$ cat config.mk
export PLATFORM = sky130hd
export DESIGN_NAME = ex_stage
export DESIGN_NICKNAME = d
export VERILOG_FILES = /design/src/ex_pkg.sv /design/src/ex_stage.sv /design/src/ex_commit.sv /design/src/ex_csr.sv /design/src/ex_branch.sv /design/src/ex_alu.sv
export SDC_FILE = /design/constraint.sdc
export NUM_CORES = 2
export LEC_CHECK = 0
export BUFFER_PORTS_ARGS = -buffer_cell sky130_fd_sc_hd__buf_2
export CAP_MARGIN = 20
export CORE_ASPECT_RATIO = 1.25
export CORE_MARGIN = 1
export CORE_UTILIZATION = 62
export CTS_CLUSTER_DIAMETER = 100
export DETAILED_ROUTE_END_ITERATION = 10
export PLACE_DENSITY = 0.81
export SLEW_MARGIN = 30
export SYNTH_ARGS = -nofsm -noshare
export SYNTH_HDL_FRONTEND = slang
export SYNTH_HIERARCHICAL = 1
export SYNTH_SLANG_ARGS = --single-unit
$ cat constraint.sdc
create_clock -name clk -period 3.6 [get_ports clk]
set_input_delay 0.36 -clock clk [delete_from_list [all_inputs] [get_ports clk]]
set_output_delay 0.36 -clock clk [all_outputs]
set_load 0.005 [all_outputs]
$ cat src/ex_pkg.sv
/*
 * shared types for the execute stage
 * word and index types, execute opcode enum,
 * machine CSR addresses, trap causes and CSR bit positions
 */
`default_nettype none

package ex_pkg;

    typedef logic [63:0] xlen_t;
    typedef logic [4:0]  reg_addr_t;
    typedef logic [11:0] csr_addr_t;

    // immediate forms share the register codes
    typedef enum logic [5:0] {
        OP_NOP,
        OP_ADD,
        OP_SUB,
        OP_SLT,
        OP_SLTU,
        OP_XOR,
        OP_OR,
        OP_AND,
        OP_SLL,
        OP_SRL,
        OP_SRA,
        OP_ADDW,
        OP_SUBW,
        OP_SLLW,
        OP_SRLW,
        OP_SRAW,
        OP_LUI,
        OP_AUIPC,
        OP_JAL,
        OP_JALR,
        OP_BEQ,
        OP_BNE,
        OP_BLT,
        OP_BGE,
        OP_BLTU,
        OP_BGEU,
        OP_CSRRW,
        OP_CSRRS,
        OP_CSRRC,
        OP_ECALL,
        OP_MRET
    } ex_op_e;

    localparam csr_addr_t CSR_MSTATUS  = 12'h300;
    localparam csr_addr_t CSR_MIE      = 12'h304;
    localparam csr_addr_t CSR_MTVEC    = 12'h305;
    localparam csr_addr_t CSR_MSCRATCH = 12'h340;
    localparam csr_addr_t CSR_MEPC     = 12'h341;
    localparam csr_addr_t CSR_MCAUSE   = 12'h342;
    localparam csr_addr_t CSR_MIP      = 12'h344;

    localparam xlen_t CAUSE_ECALL_M   = 64'd11;
    localparam xlen_t CAUSE_TIMER_INT = 64'h8000_0000_0000_0007;

    localparam int MSTATUS_MIE  = 3;
    localparam int MSTATUS_MPIE = 7;
    // mip.MTIP sits at the same position
    localparam int MIE_MTIE     = 7;

endpackage

`default_nettype wire
$ cat src/ex_stage.sv
/*
 * execute stage top level
 * ALU, branch unit and CSR file in parallel, one commit register
 */
`timescale 1ns/1ns
`default_nettype none

module ex_stage #(
    parameter ex_pkg::xlen_t MTVEC_RESET = 64'h0000_0000_8000_0000
) (
    input  logic              clk,
    input  logic              arst_n_i,
    input  logic              valid_i,
    input  ex_pkg::ex_op_e    op_i,
    input  ex_pkg::xlen_t     pc_i,
    input  ex_pkg::xlen_t     op1_i,
    input  ex_pkg::xlen_t     op2_i,
    input  ex_pkg::xlen_t     imm_i,
    input  logic              rd_en_i,
    input  ex_pkg::reg_addr_t rd_addr_i,
    input  logic              timer_irq_i,
    input  logic              hold_i,
    output logic              wb_valid_o,
    output logic              wb_en_o,
    output ex_pkg::reg_addr_t wb_addr_o,
    output ex_pkg::xlen_t     wb_data_o,
    output logic              redirect_o,
    output ex_pkg::xlen_t     redirect_pc_o,
    output logic              flush_o
);

    ex_pkg::xlen_t alu_result;
    logic          br_taken;
    ex_pkg::xlen_t br_target;
    ex_pkg::xlen_t csr_rdata;
    logic          trap_take;
    logic          trap_is_irq;
    logic          csr_redirect;
    ex_pkg::xlen_t csr_redirect_pc;

    ex_alu u_alu (
        .op_i     (op_i),
        .pc_i     (pc_i),
        .op1_i    (op1_i),
        .op2_i    (op2_i),
        .result_o (alu_result)
    );

    ex_branch u_branch (
        .op_i     (op_i),
        .pc_i     (pc_i),
        .op1_i    (op1_i),
        .op2_i    (op2_i),
        .imm_i    (imm_i),
        .taken_o  (br_taken),
        .target_o (br_target)
    );

    // CSR address comes in on op2
    ex_csr #(
        .MTVEC_RESET (MTVEC_RESET)
    ) u_csr (
        .clk           (clk),
        .arst_n_i      (arst_n_i),
        .valid_i       (valid_i),
        .op_i          (op_i),
        .pc_i          (pc_i),
        .op1_i         (op1_i),
        .csr_addr_i    (op2_i[11:0]),
        .rd_addr_i     (rd_addr_i),
        .timer_irq_i   (timer_irq_i),
        .hold_i        (hold_i),
        .rdata_o       (csr_rdata),
        .trap_o        (trap_take),
        .irq_o         (trap_is_irq),
        .redirect_o    (csr_redirect),
        .redirect_pc_o (csr_redirect_pc)
    );

    ex_commit u_commit (
        .clk               (clk),
        .arst_n_i          (arst_n_i),
        .valid_i           (valid_i),
        .op_i              (op_i),
        .rd_en_i           (rd_en_i),
        .rd_addr_i         (rd_addr_i),
        .hold_i            (hold_i),
        .alu_result_i      (alu_result),
        .csr_rdata_i       (csr_rdata),
        .br_taken_i        (br_taken),
        .br_target_i       (br_target),
        .trap_i            (trap_take),
        .csr_redirect_i    (csr_redirect),
        .csr_redirect_pc_i (csr_redirect_pc),
        .wb_valid_o        (wb_valid_o),
        .wb_en_o           (wb_en_o),
        .wb_addr_o         (wb_addr_o),
        .wb_data_o         (wb_data_o),
        .redirect_o        (redirect_o),
        .redirect_pc_o     (redirect_pc_o),
        .flush_o           (flush_o)
    );

    // an accepted interrupt shows up as a cancelled, redirecting commit
    a_irq_cancels: assert property (@(posedge clk) disable iff (!arst_n_i)
        (valid_i && !hold_i && trap_is_irq) |=> (!wb_en_o && redirect_o));

endmodule

`default_nettype wire

$ cat src/ex_commit.sv
/*
 * commit register of the execute stage
 * writeback select, redirect priority, output registers with hold
 */
`timescale 1ns/1ns
`default_nettype none

module ex_commit (
    input  logic              clk,
    input  logic              arst_n_i,
    input  logic              valid_i,
    input  ex_pkg::ex_op_e    op_i,
    input  logic              rd_en_i,
    input  ex_pkg::reg_addr_t rd_addr_i,
    input  logic              hold_i,
    input  ex_pkg::xlen_t     alu_result_i,
    input  ex_pkg::xlen_t     csr_rdata_i,
    input  logic              br_taken_i,
    input  ex_pkg::xlen_t     br_target_i,
    input  logic              trap_i,
    input  logic              csr_redirect_i,
    input  ex_pkg::xlen_t     csr_redirect_pc_i,
    output logic              wb_valid_o,
    output logic              wb_en_o,
    output ex_pkg::reg_addr_t wb_addr_o,
    output ex_pkg::xlen_t     wb_data_o,
    output logic              redirect_o,
    output ex_pkg::xlen_t     redirect_pc_o,
    output logic              flush_o
);

    logic          is_csr_op;
    logic          wb_en_d;
    logic          redirect_d;
    ex_pkg::xlen_t wb_data_d;
    ex_pkg::xlen_t redirect_pc_d;

    assign is_csr_op = op_i inside {ex_pkg::OP_CSRRW, ex_pkg::OP_CSRRS, ex_pkg::OP_CSRRC};
    assign wb_data_d = is_csr_op ? csr_rdata_i : alu_result_i;

    // a trap cancels the instruction
    assign wb_en_d = valid_i && rd_en_i && rd_addr_i != '0 && !trap_i;

    // CSR redirect wins over the branch
    assign redirect_d    = valid_i && (csr_redirect_i || br_taken_i);
    assign redirect_pc_d = csr_redirect_i ? csr_redirect_pc_i : br_target_i;

    always_ff @(posedge clk or negedge arst_n_i) begin
        if (!arst_n_i) begin
            wb_valid_o <= 1'b0;
            wb_en_o    <= 1'b0;
            redirect_o <= 1'b0;
        end else if (!hold_i) begin
            wb_valid_o <= valid_i;
            wb_en_o    <= wb_en_d;
            redirect_o <= redirect_d;
        end
    end

    always_ff @(posedge clk) begin
        if (!hold_i) begin
            wb_addr_o     <= rd_addr_i;
            wb_data_o     <= wb_data_d;
            redirect_pc_o <= redirect_pc_d;
        end
    end

    assign flush_o = redirect_o;

    a_wb_en_valid: assert property (@(posedge clk) disable iff (!arst_n_i)
        wb_en_o |-> wb_valid_o);

endmodule

`default_nettype wire

$ cat src/ex_csr.sv
/*
 * machine mode CSR file
 * CSR read-modify-write, ECALL, MRET and timer interrupt entry
 */
`timescale 1ns/1ns
`default_nettype none

module ex_csr #(
    parameter ex_pkg::xlen_t MTVEC_RESET = 64'h0000_0000_8000_0000
) (
    input  logic              clk,
    input  logic              arst_n_i,
    input  logic              valid_i,
    input  ex_pkg::ex_op_e    op_i,
    input  ex_pkg::xlen_t     pc_i,
    input  ex_pkg::xlen_t     op1_i,
    input  ex_pkg::csr_addr_t csr_addr_i,
    input  ex_pkg::reg_addr_t rd_addr_i,
    input  logic              timer_irq_i,
    input  logic              hold_i,
    output ex_pkg::xlen_t     rdata_o,
    output logic              trap_o,
    output logic              irq_o,
    output logic              redirect_o,
    output ex_pkg::xlen_t     redirect_pc_o
);

    typedef enum logic [1:0] {
        ACT_NONE,
        ACT_IRQ,
        ACT_ECALL,
        ACT_MRET
    } trap_act_e;

    ex_pkg::xlen_t mstatus_q;
    ex_pkg::xlen_t mie_q;
    ex_pkg::xlen_t mtvec_q;
    ex_pkg::xlen_t mepc_q;
    ex_pkg::xlen_t mcause_q;
    ex_pkg::xlen_t mscratch_q;
    logic          mtip_q;
    ex_pkg::xlen_t mip_val;
    ex_pkg::xlen_t csr_old;
    ex_pkg::xlen_t csr_wdata;
    logic          is_csr_op;
    logic          csr_rd_en;
    logic          csr_we;
    logic          accept;
    trap_act_e     act;

    assign accept = valid_i && !hold_i;

    always_comb begin
        mip_val = '0;
        mip_val[ex_pkg::MIE_MTIE] = mtip_q;
    end

    always_comb begin
        case (csr_addr_i)
            ex_pkg::CSR_MSTATUS:  csr_old = mstatus_q;
            ex_pkg::CSR_MIE:      csr_old = mie_q;
            ex_pkg::CSR_MIP:      csr_old = mip_val;
            ex_pkg::CSR_MTVEC:    csr_old = mtvec_q;
            ex_pkg::CSR_MEPC:     csr_old = mepc_q;
            ex_pkg::CSR_MCAUSE:   csr_old = mcause_q;
            ex_pkg::CSR_MSCRATCH: csr_old = mscratch_q;
            default:              csr_old = '0;
        endcase
    end

    // timer first, then ecall, then mret
    always_comb begin
        act = ACT_NONE;
        if (valid_i) begin
            if (timer_irq_i && mstatus_q[ex_pkg::MSTATUS_MIE] && mie_q[ex_pkg::MIE_MTIE]) begin
                act = ACT_IRQ;
            end else if (op_i == ex_pkg::OP_ECALL) begin
                act = ACT_ECALL;
            end else if (op_i == ex_pkg::OP_MRET) begin
                act = ACT_MRET;
            end
        end
    end

    always_comb begin
        case (op_i)
            ex_pkg::OP_CSRRS: csr_wdata = csr_old | op1_i;
            ex_pkg::OP_CSRRC: csr_wdata = csr_old & ~op1_i;
            default:          csr_wdata = op1_i;
        endcase
    end

    assign is_csr_op = op_i inside {ex_pkg::OP_CSRRW, ex_pkg::OP_CSRRS, ex_pkg::OP_CSRRC};
    // csrrw to x0 skips the read
    assign csr_rd_en = is_csr_op && !(op_i == ex_pkg::OP_CSRRW && rd_addr_i == '0);
    assign csr_we    = valid_i && act == ACT_NONE && is_csr_op
                       && (op_i == ex_pkg::OP_CSRRW || op1_i != '0);

    assign rdata_o       = csr_rd_en ? csr_old : '0;
    assign trap_o        = (act == ACT_IRQ) || (act == ACT_ECALL);
    assign irq_o         = (act == ACT_IRQ);
    assign redirect_o    = (act != ACT_NONE);
    assign redirect_pc_o = (act == ACT_MRET) ? mepc_q : {mtvec_q[63:2], 2'b00};

    always_ff @(posedge clk or negedge arst_n_i) begin
        if (!arst_n_i) begin
            mtip_q <= 1'b0;
        end else if (!hold_i) begin
            mtip_q <= timer_irq_i;
        end
    end

    always_ff @(posedge clk or negedge arst_n_i) begin
        if (!arst_n_i) begin
            mstatus_q  <= '0;
            mie_q      <= '0;
            mtvec_q    <= MTVEC_RESET;
            mepc_q     <= '0;
            mcause_q   <= '0;
            mscratch_q <= '0;
        end else if (accept) begin
            case (act)
                ACT_IRQ, ACT_ECALL: begin
                    mepc_q   <= {pc_i[63:1], 1'b0};
                    mcause_q <= (act == ACT_IRQ) ? ex_pkg::CAUSE_TIMER_INT
                                                 : ex_pkg::CAUSE_ECALL_M;
                    mstatus_q[ex_pkg::MSTATUS_MPIE] <= mstatus_q[ex_pkg::MSTATUS_MIE];
                    mstatus_q[ex_pkg::MSTATUS_MIE]  <= 1'b0;
                end
                ACT_MRET: begin
                    // MPIE goes back to one as on real hardware
                    mstatus_q[ex_pkg::MSTATUS_MIE]  <= mstatus_q[ex_pkg::MSTATUS_MPIE];
                    mstatus_q[ex_pkg::MSTATUS_MPIE] <= 1'b1;
                end
                default: begin
                    if (csr_we) begin
                        case (csr_addr_i)
                            ex_pkg::CSR_MSTATUS:  mstatus_q  <= csr_wdata;
                            ex_pkg::CSR_MIE:      mie_q      <= csr_wdata;
                            ex_pkg::CSR_MTVEC:    mtvec_q    <= csr_wdata;
                            ex_pkg::CSR_MEPC:     mepc_q     <= {csr_wdata[63:1], 1'b0};
                            ex_pkg::CSR_MCAUSE:   mcause_q   <= csr_wdata;
                            ex_pkg::CSR_MSCRATCH: mscratch_q <= csr_wdata;
                            default: begin
                            end
                        endcase
                    end
                end
            endcase
        end
    end

    a_no_write_on_trap: assert property (@(posedge clk) disable iff (!arst_n_i)
        (accept && trap_o) |=> ($stable(mie_q) && $stable(mtvec_q) && $stable(mscratch_q)));

    a_redirect_aligned: assert property (@(posedge clk) disable iff (!arst_n_i)
        redirect_o |-> !redirect_pc_o[0]);

endmodule

`default_nettype wire

$ cat src/ex_branch.sv
/*
 * branch compare and jump target computation
 */
`timescale 1ns/1ns
`default_nettype none

module ex_branch (
    input  ex_pkg::ex_op_e op_i,
    input  ex_pkg::xlen_t  pc_i,
    input  ex_pkg::xlen_t  op1_i,
    input  ex_pkg::xlen_t  op2_i,
    input  ex_pkg::xlen_t  imm_i,
    output logic           taken_o,
    output ex_pkg::xlen_t  target_o
);

    logic          eq;
    logic          lt_s;
    logic          lt_u;
    ex_pkg::xlen_t jalr_sum;

    assign eq   = (op1_i == op2_i);
    assign lt_s = $signed(op1_i) < $signed(op2_i);
    assign lt_u = op1_i < op2_i;

    always_comb begin
        case (op_i)
            ex_pkg::OP_BEQ:  taken_o = eq;
            ex_pkg::OP_BNE:  taken_o = !eq;
            ex_pkg::OP_BLT:  taken_o = lt_s;
            ex_pkg::OP_BGE:  taken_o = !lt_s;
            ex_pkg::OP_BLTU: taken_o = lt_u;
            ex_pkg::OP_BGEU: taken_o = !lt_u;
            ex_pkg::OP_JAL, ex_pkg::OP_JALR: begin
                taken_o = 1'b1;
            end
            default: taken_o = 1'b0;
        endcase
    end

    // jalr drops bit 0 of the sum
    assign jalr_sum = op1_i + imm_i;
    assign target_o = (op_i == ex_pkg::OP_JALR) ? {jalr_sum[63:1], 1'b0} : pc_i + imm_i;

endmodule

`default_nettype wire

$ cat src/ex_alu.sv
/*
 * combinational 64-bit integer ALU
 * register, immediate and word operations, LUI, AUIPC
 * and the jump link value
 */
`timescale 1ns/1ns
`default_nettype none

module ex_alu (
    input  ex_pkg::ex_op_e op_i,
    input  ex_pkg::xlen_t  pc_i,
    input  ex_pkg::xlen_t  op1_i,
    input  ex_pkg::xlen_t  op2_i,
    output ex_pkg::xlen_t  result_o
);

    ex_pkg::xlen_t add_res;
    ex_pkg::xlen_t sub_res;
    logic [31:0]   addw_res;
    logic [31:0]   subw_res;
    logic [31:0]   sllw_res;
    logic [31:0]   srlw_res;
    logic [31:0]   sraw_res;
    logic [5:0]    shamt;
    logic [4:0]    shamt_w;

    function automatic ex_pkg::xlen_t sext32(input logic [31:0] val);
        sext32 = {{32{val[31]}}, val};
    endfunction

    assign shamt   = op2_i[5:0];
    assign shamt_w = op2_i[4:0];

    assign add_res = op1_i + op2_i;
    assign sub_res = op1_i - op2_i;

    // word forms work on the low half only
    assign addw_res = op1_i[31:0] + op2_i[31:0];
    assign subw_res = op1_i[31:0] - op2_i[31:0];
    assign sllw_res = op1_i[31:0] << shamt_w;
    assign srlw_res = op1_i[31:0] >> shamt_w;
    assign sraw_res = $signed(op1_i[31:0]) >>> shamt_w;

    always_comb begin
        case (op_i)
            ex_pkg::OP_ADD: begin
                result_o = add_res;
            end
            ex_pkg::OP_SUB: begin
                result_o = sub_res;
            end
            ex_pkg::OP_SLT: begin
                result_o = {63'd0, $signed(op1_i) < $signed(op2_i)};
            end
            ex_pkg::OP_SLTU: begin
                result_o = {63'd0, op1_i < op2_i};
            end
            ex_pkg::OP_XOR: begin
                result_o = op1_i ^ op2_i;
            end
            ex_pkg::OP_OR: begin
                result_o = op1_i | op2_i;
            end
            ex_pkg::OP_AND: begin
                result_o = op1_i & op2_i;
            end
            ex_pkg::OP_SLL: begin
                result_o = op1_i << shamt;
            end
            ex_pkg::OP_SRL: begin
                result_o = op1_i >> shamt;
            end
            ex_pkg::OP_SRA: begin
                result_o = $signed(op1_i) >>> shamt;
            end
            ex_pkg::OP_ADDW: begin
                result_o = sext32(addw_res);
            end
            ex_pkg::OP_SUBW: begin
                result_o = sext32(subw_res);
            end
            ex_pkg::OP_SLLW: begin
                result_o = sext32(sllw_res);
            end
            ex_pkg::OP_SRLW: begin
                result_o = sext32(srlw_res);
            end
            ex_pkg::OP_SRAW: begin
                result_o = sext32(sraw_res);
            end
            // op2 already holds the shifted upper immediate
            ex_pkg::OP_LUI: begin
                result_o = op2_i;
            end
            ex_pkg::OP_AUIPC: begin
                result_o = pc_i + op2_i;
            end
            // link value
            ex_pkg::OP_JAL, ex_pkg::OP_JALR: begin
                result_o = pc_i + 64'd4;
            end
            default: begin
                result_o = '0;
            end
        endcase
    end

endmodule

`default_nettype wire

==> flow_summary.json, run 1 <==
{
  "die_y_um": 356,
  "cts_made_buffers": 55,
  "place_inst": 10900,
  "htree_levels": 2,
  "dpl.hpwl_um": 262000,
  "start_util": 0.626,
  "stop_stage": "global routing (5_1_grt)",
  "tool.error": "[ERROR GRT-0116] Global routing finished with congestion. Check the congestion regions in the DRC Viewer.",
  "synth_nets": 8427,
  "grt_pass1_vias": 102000,
  "cts_buffer_depth": 3,
  "fp-row-count": 129,
  "gp_congestion": 1.49,
  "clockRootBuffer": "clkbuf_16",
  "grt_pass1_wl_um": 715000,
  "netlist_area_mm2": 0.0620,
  "syn_inst": 7686,
  "grt_max_degree": 126,
  "yosys_warnings": 6,
  "die_x_um": 285,
  "io_pins": 410,
  "syn_avg_cell_area_um2": 8.07,
  "grt_overflow_total": 2911,
  "status": "aborted with a tool error",
  "grtUsageTotal": 0.934,
  "cts.sinks": 520,
  "io_buffer_count": 409
}
## per-layer routing
| metal | GRT usage | GRT overflow |
|---|---|---|
| met1 | 0.888 | 256 |
| met5 | 0.780 | 29 |
| met3 | 0.876 | 287 |
| met4 | 0.961 | 792 |
| met2 | 1.04 | 1547 |
## repair_timing
| action | 4_1_cts |
|---|---|
| endpoints found under the hold margin | 84 |
| cloned | 2 |
| setup endpoints to repair | 63 |
| hold buffers | 6 |
| pin swaps | 80 |
| gates resized for setup | 245 |
| setup buffers | 30 |
## metrics by stage
step,setup TNS [ns],setup slack (ns),cell area (um2)
after floorplan,-10.50,-0.605,62700
after global placement,-121.05,-1.24,79900
after detailed placement,-175.29,-1.28,79900
after CTS,-8.41,-0.463,83500
==> run 2, diff against run 1 <==
--- a/config.mk
+++ b/config.mk
@@ -7,12 +7,10 @@
 export LEC_CHECK = 0
 export BUFFER_PORTS_ARGS = -buffer_cell sky130_fd_sc_hd__buf_2
 export CAP_MARGIN = 20
-export CORE_ASPECT_RATIO = 1.25
 export CORE_MARGIN = 1
-export CORE_UTILIZATION = 62
-export CTS_CLUSTER_DIAMETER = 100
+export CORE_UTILIZATION = 40
 export DETAILED_ROUTE_END_ITERATION = 10
-export PLACE_DENSITY = 0.81
+export PLACE_DENSITY_LB_ADDON = 0.15
 export SLEW_MARGIN = 30
 export SYNTH_ARGS = -nofsm -noshare
 export SYNTH_HDL_FRONTEND = slang
==> run 2 against run 1 <==
Compared with the run above: the flow now finishes, with violations (negative setup slack); synthesized cell count unchanged; area after synthesis unchanged.
==> flow_summary.json, run 2 <==
{
  "rsz0062_at_grt": "true",
  "cts.sinks": 520,
  "fin_nets": 10800,
  "crit_path_end_kind": "flop",
  "die_y_um": 396,
  "finClkSkew_ns": 0.0595,
  "relSlewSlack": 0.368,
  "io_pins": 410,
  "p_leak_nw": 41.9,
  "final-setup-viol-count": 55,
  "cts_buffer_depth": 3,
  "cts_tree": "done",
  "drive_above_1_share": 0.389,
  "insertion_delay_ns": 0.71,
  "finalInstanceArea_mm2": 0.0899,
  "htree_levels": 3,
  "gp_congestion": 1.13,
  "grtUsageTotal": 0.490,
  "syn_inst": 7686,
  "start_util": 0.402,
  "final_common_cell": "buf_4",
  "crit_type": "in -> reg",
  "hold_viol_final": 0,
  "grt_pass1_vias": 73700,
  "die_x_um": 396,
  "arrival_ns": 4.74,
  "drc_errors": 0,
  "layout_common_cells": "buf_4, nand2_1, nor2_1, a21oi_1, o21ai_0",
  "drt_pass1_iterations": 7,
  "die_area_mm2": 0.157,
  "grt_max_degree": 105,
  "place_area_mm2": 0.0843,
  "post_drt_wl_per_cell_um": 32.9,
  "whs_ns": 0.0929,
  "core_area_mm2": 0.154,
  "netlist_area_mm2": 0.0620,
  "syn_to_final_growth_pct": 45.1,
  "max_freq_mhz": 232,
  "cts_made_buffers": 66,
  "drtAntennaViolNets": 0,
  "clkTransAtPathRegs_ns": 0.06,
  "clockRootBuffer": "clkbuf_16",
  "violations": "negative setup slack",
  "grt_overflow_total": 0,
  "worst_pin_slew_ns": 0.948,
  "wirelength_um": 401000,
  "cp_max_fo": 8,
  "viasPerCell": 6.42,
  "io_buffer_count": 409,
  "crit_required_ns": 4.02,
  "status": "finished with violations",
  "drv_cap": 0,
  "antenna_found_initial": 43,
  "via_count": 78300,
  "grt_pass1_wl_um": 549000,
  "dpl.hpwl_um": 321000,
  "yosys_warnings": 6,
  "start_kind": "primary input",
  "min_path_type": "in -> reg",
  "synth_nets": 8427,
  "setup_slack_ns": -0.719,
  "fp-row-count": 144,
  "fin_crit_ns": 4.32,
  "peakVddDrop_v": 0.000376,
  "fin_crit_sh": 1.20,
  "drt-initial-drc-count": 11700,
  "fin_util": 0.584,
  "p_per_area_mw_per_mm2": 290,
  "slew_viol_final": 0,
  "syn_avg_cell_area_um2": 8.07
}
run 2: timing repair:
item / 4_1_cts / 5_1_grt
cloned: 3 / 1
hold buffers: 7 / 0
buffers inserted: 30 / 56
resized for setup: 208 / 301
setup endpoints to repair: 66 / 79
endpoints found under the hold margin: 103 / 0
pin swaps: 66 / 177
run 2: final timing paths:
path	from	end	slack (ns)	depth (start not counted)
worst max-delay path	op_i[2]	u_commit/wb_data_o[56]$_DFFE_PN_	-0.72	23
worst min register to register	u_csr/mstatus_q[50]$_DFFE_PN0P_	u_csr/mstatus_q[50]$_DFFE_PN0P_	0.48	2
max in group asynchronous	arst_n_i	u_csr/mstatus_q[21]$_DFFE_PN0P_	2.11	4
worst max register to register	u_csr/mstatus_q[3]$_DFFE_PN0P_	u_csr/mepc_q[29]$_DFFE_PN0P_	0.78	9
min in group asynchronous	arst_n_i	u_csr/mepc_q[58]$_DFFE_PN0P_	0.20	2
worst min-delay path	valid_i	u_commit/wb_en_o$_DFFE_PN0N_	0.09	3
run 2: power by group:
group / switching (mW) / internal, mW
combinational: 7.03 / 5.34
sequential: 0.210 / 6.45
clock: 3.06 / 3.97
total: 10.3 / 15.8
run 2: final cells by class:
class                   instances  area [um2]
flip-flops and latches        520       13700
repair buffers               2875       22900
inverters                     327        1270
multi-input cells            6298       47300
fillers                     14100       64100
well taps                    2044        2560
diodes                         24        60.1
clock buffers                  94        1910
clock inverters                25         314
run 2: stage by stage:
step | cells | total power [mW] | setup slack, ns | TNS, ns
CTS | 12100 | 25.2 | -0.611 | -14.09
floorplan | 7686 | 11.6 | -0.605 | -10.50
detailed placement | 12000 | 17.8 | -1.80 | -235.62
global placement | 12000 | 17.8 | -1.84 | -219.89
global route | 12200 | 26.7 | -0.764 | -21.35
finish | 12200 | 26.1 | -0.719 | -18.62
run 2: critical path: stages:
cell and delay, ns:
buf_8 0.10, nor3_4 0.19, and2_4 0.26, nand2_8 0.13, buf_12 0.18, buf_6 0.12, mux2_4 0.31, ha_4 0.27
nand4_1 0.16, nor3_2 0.27, buf_4 0.17, o311ai_4 0.09, buf_12 0.16, a311oi_2 0.24, buf_4 0.20, o31ai_4 0.10
o21ai_2 0.20, and4_4 0.29, a211oi_2 0.07, a31o_2 0.23, a211oi_2 0.18, nand3b_1 0.12, mux2_4 0.27
run 2: per-layer routing:
layer  GRT usage  vias to the layer above  routed length [um]
met4       0.239                       32               23900
met2       0.675                     5887              158000
met1       0.662                    38000              159000
met3       0.185                     1009               60200
li1            -                    33400                   -
met5     0.00400                        -                 281
No activity file was read; power rests on OpenSTA's default activity.
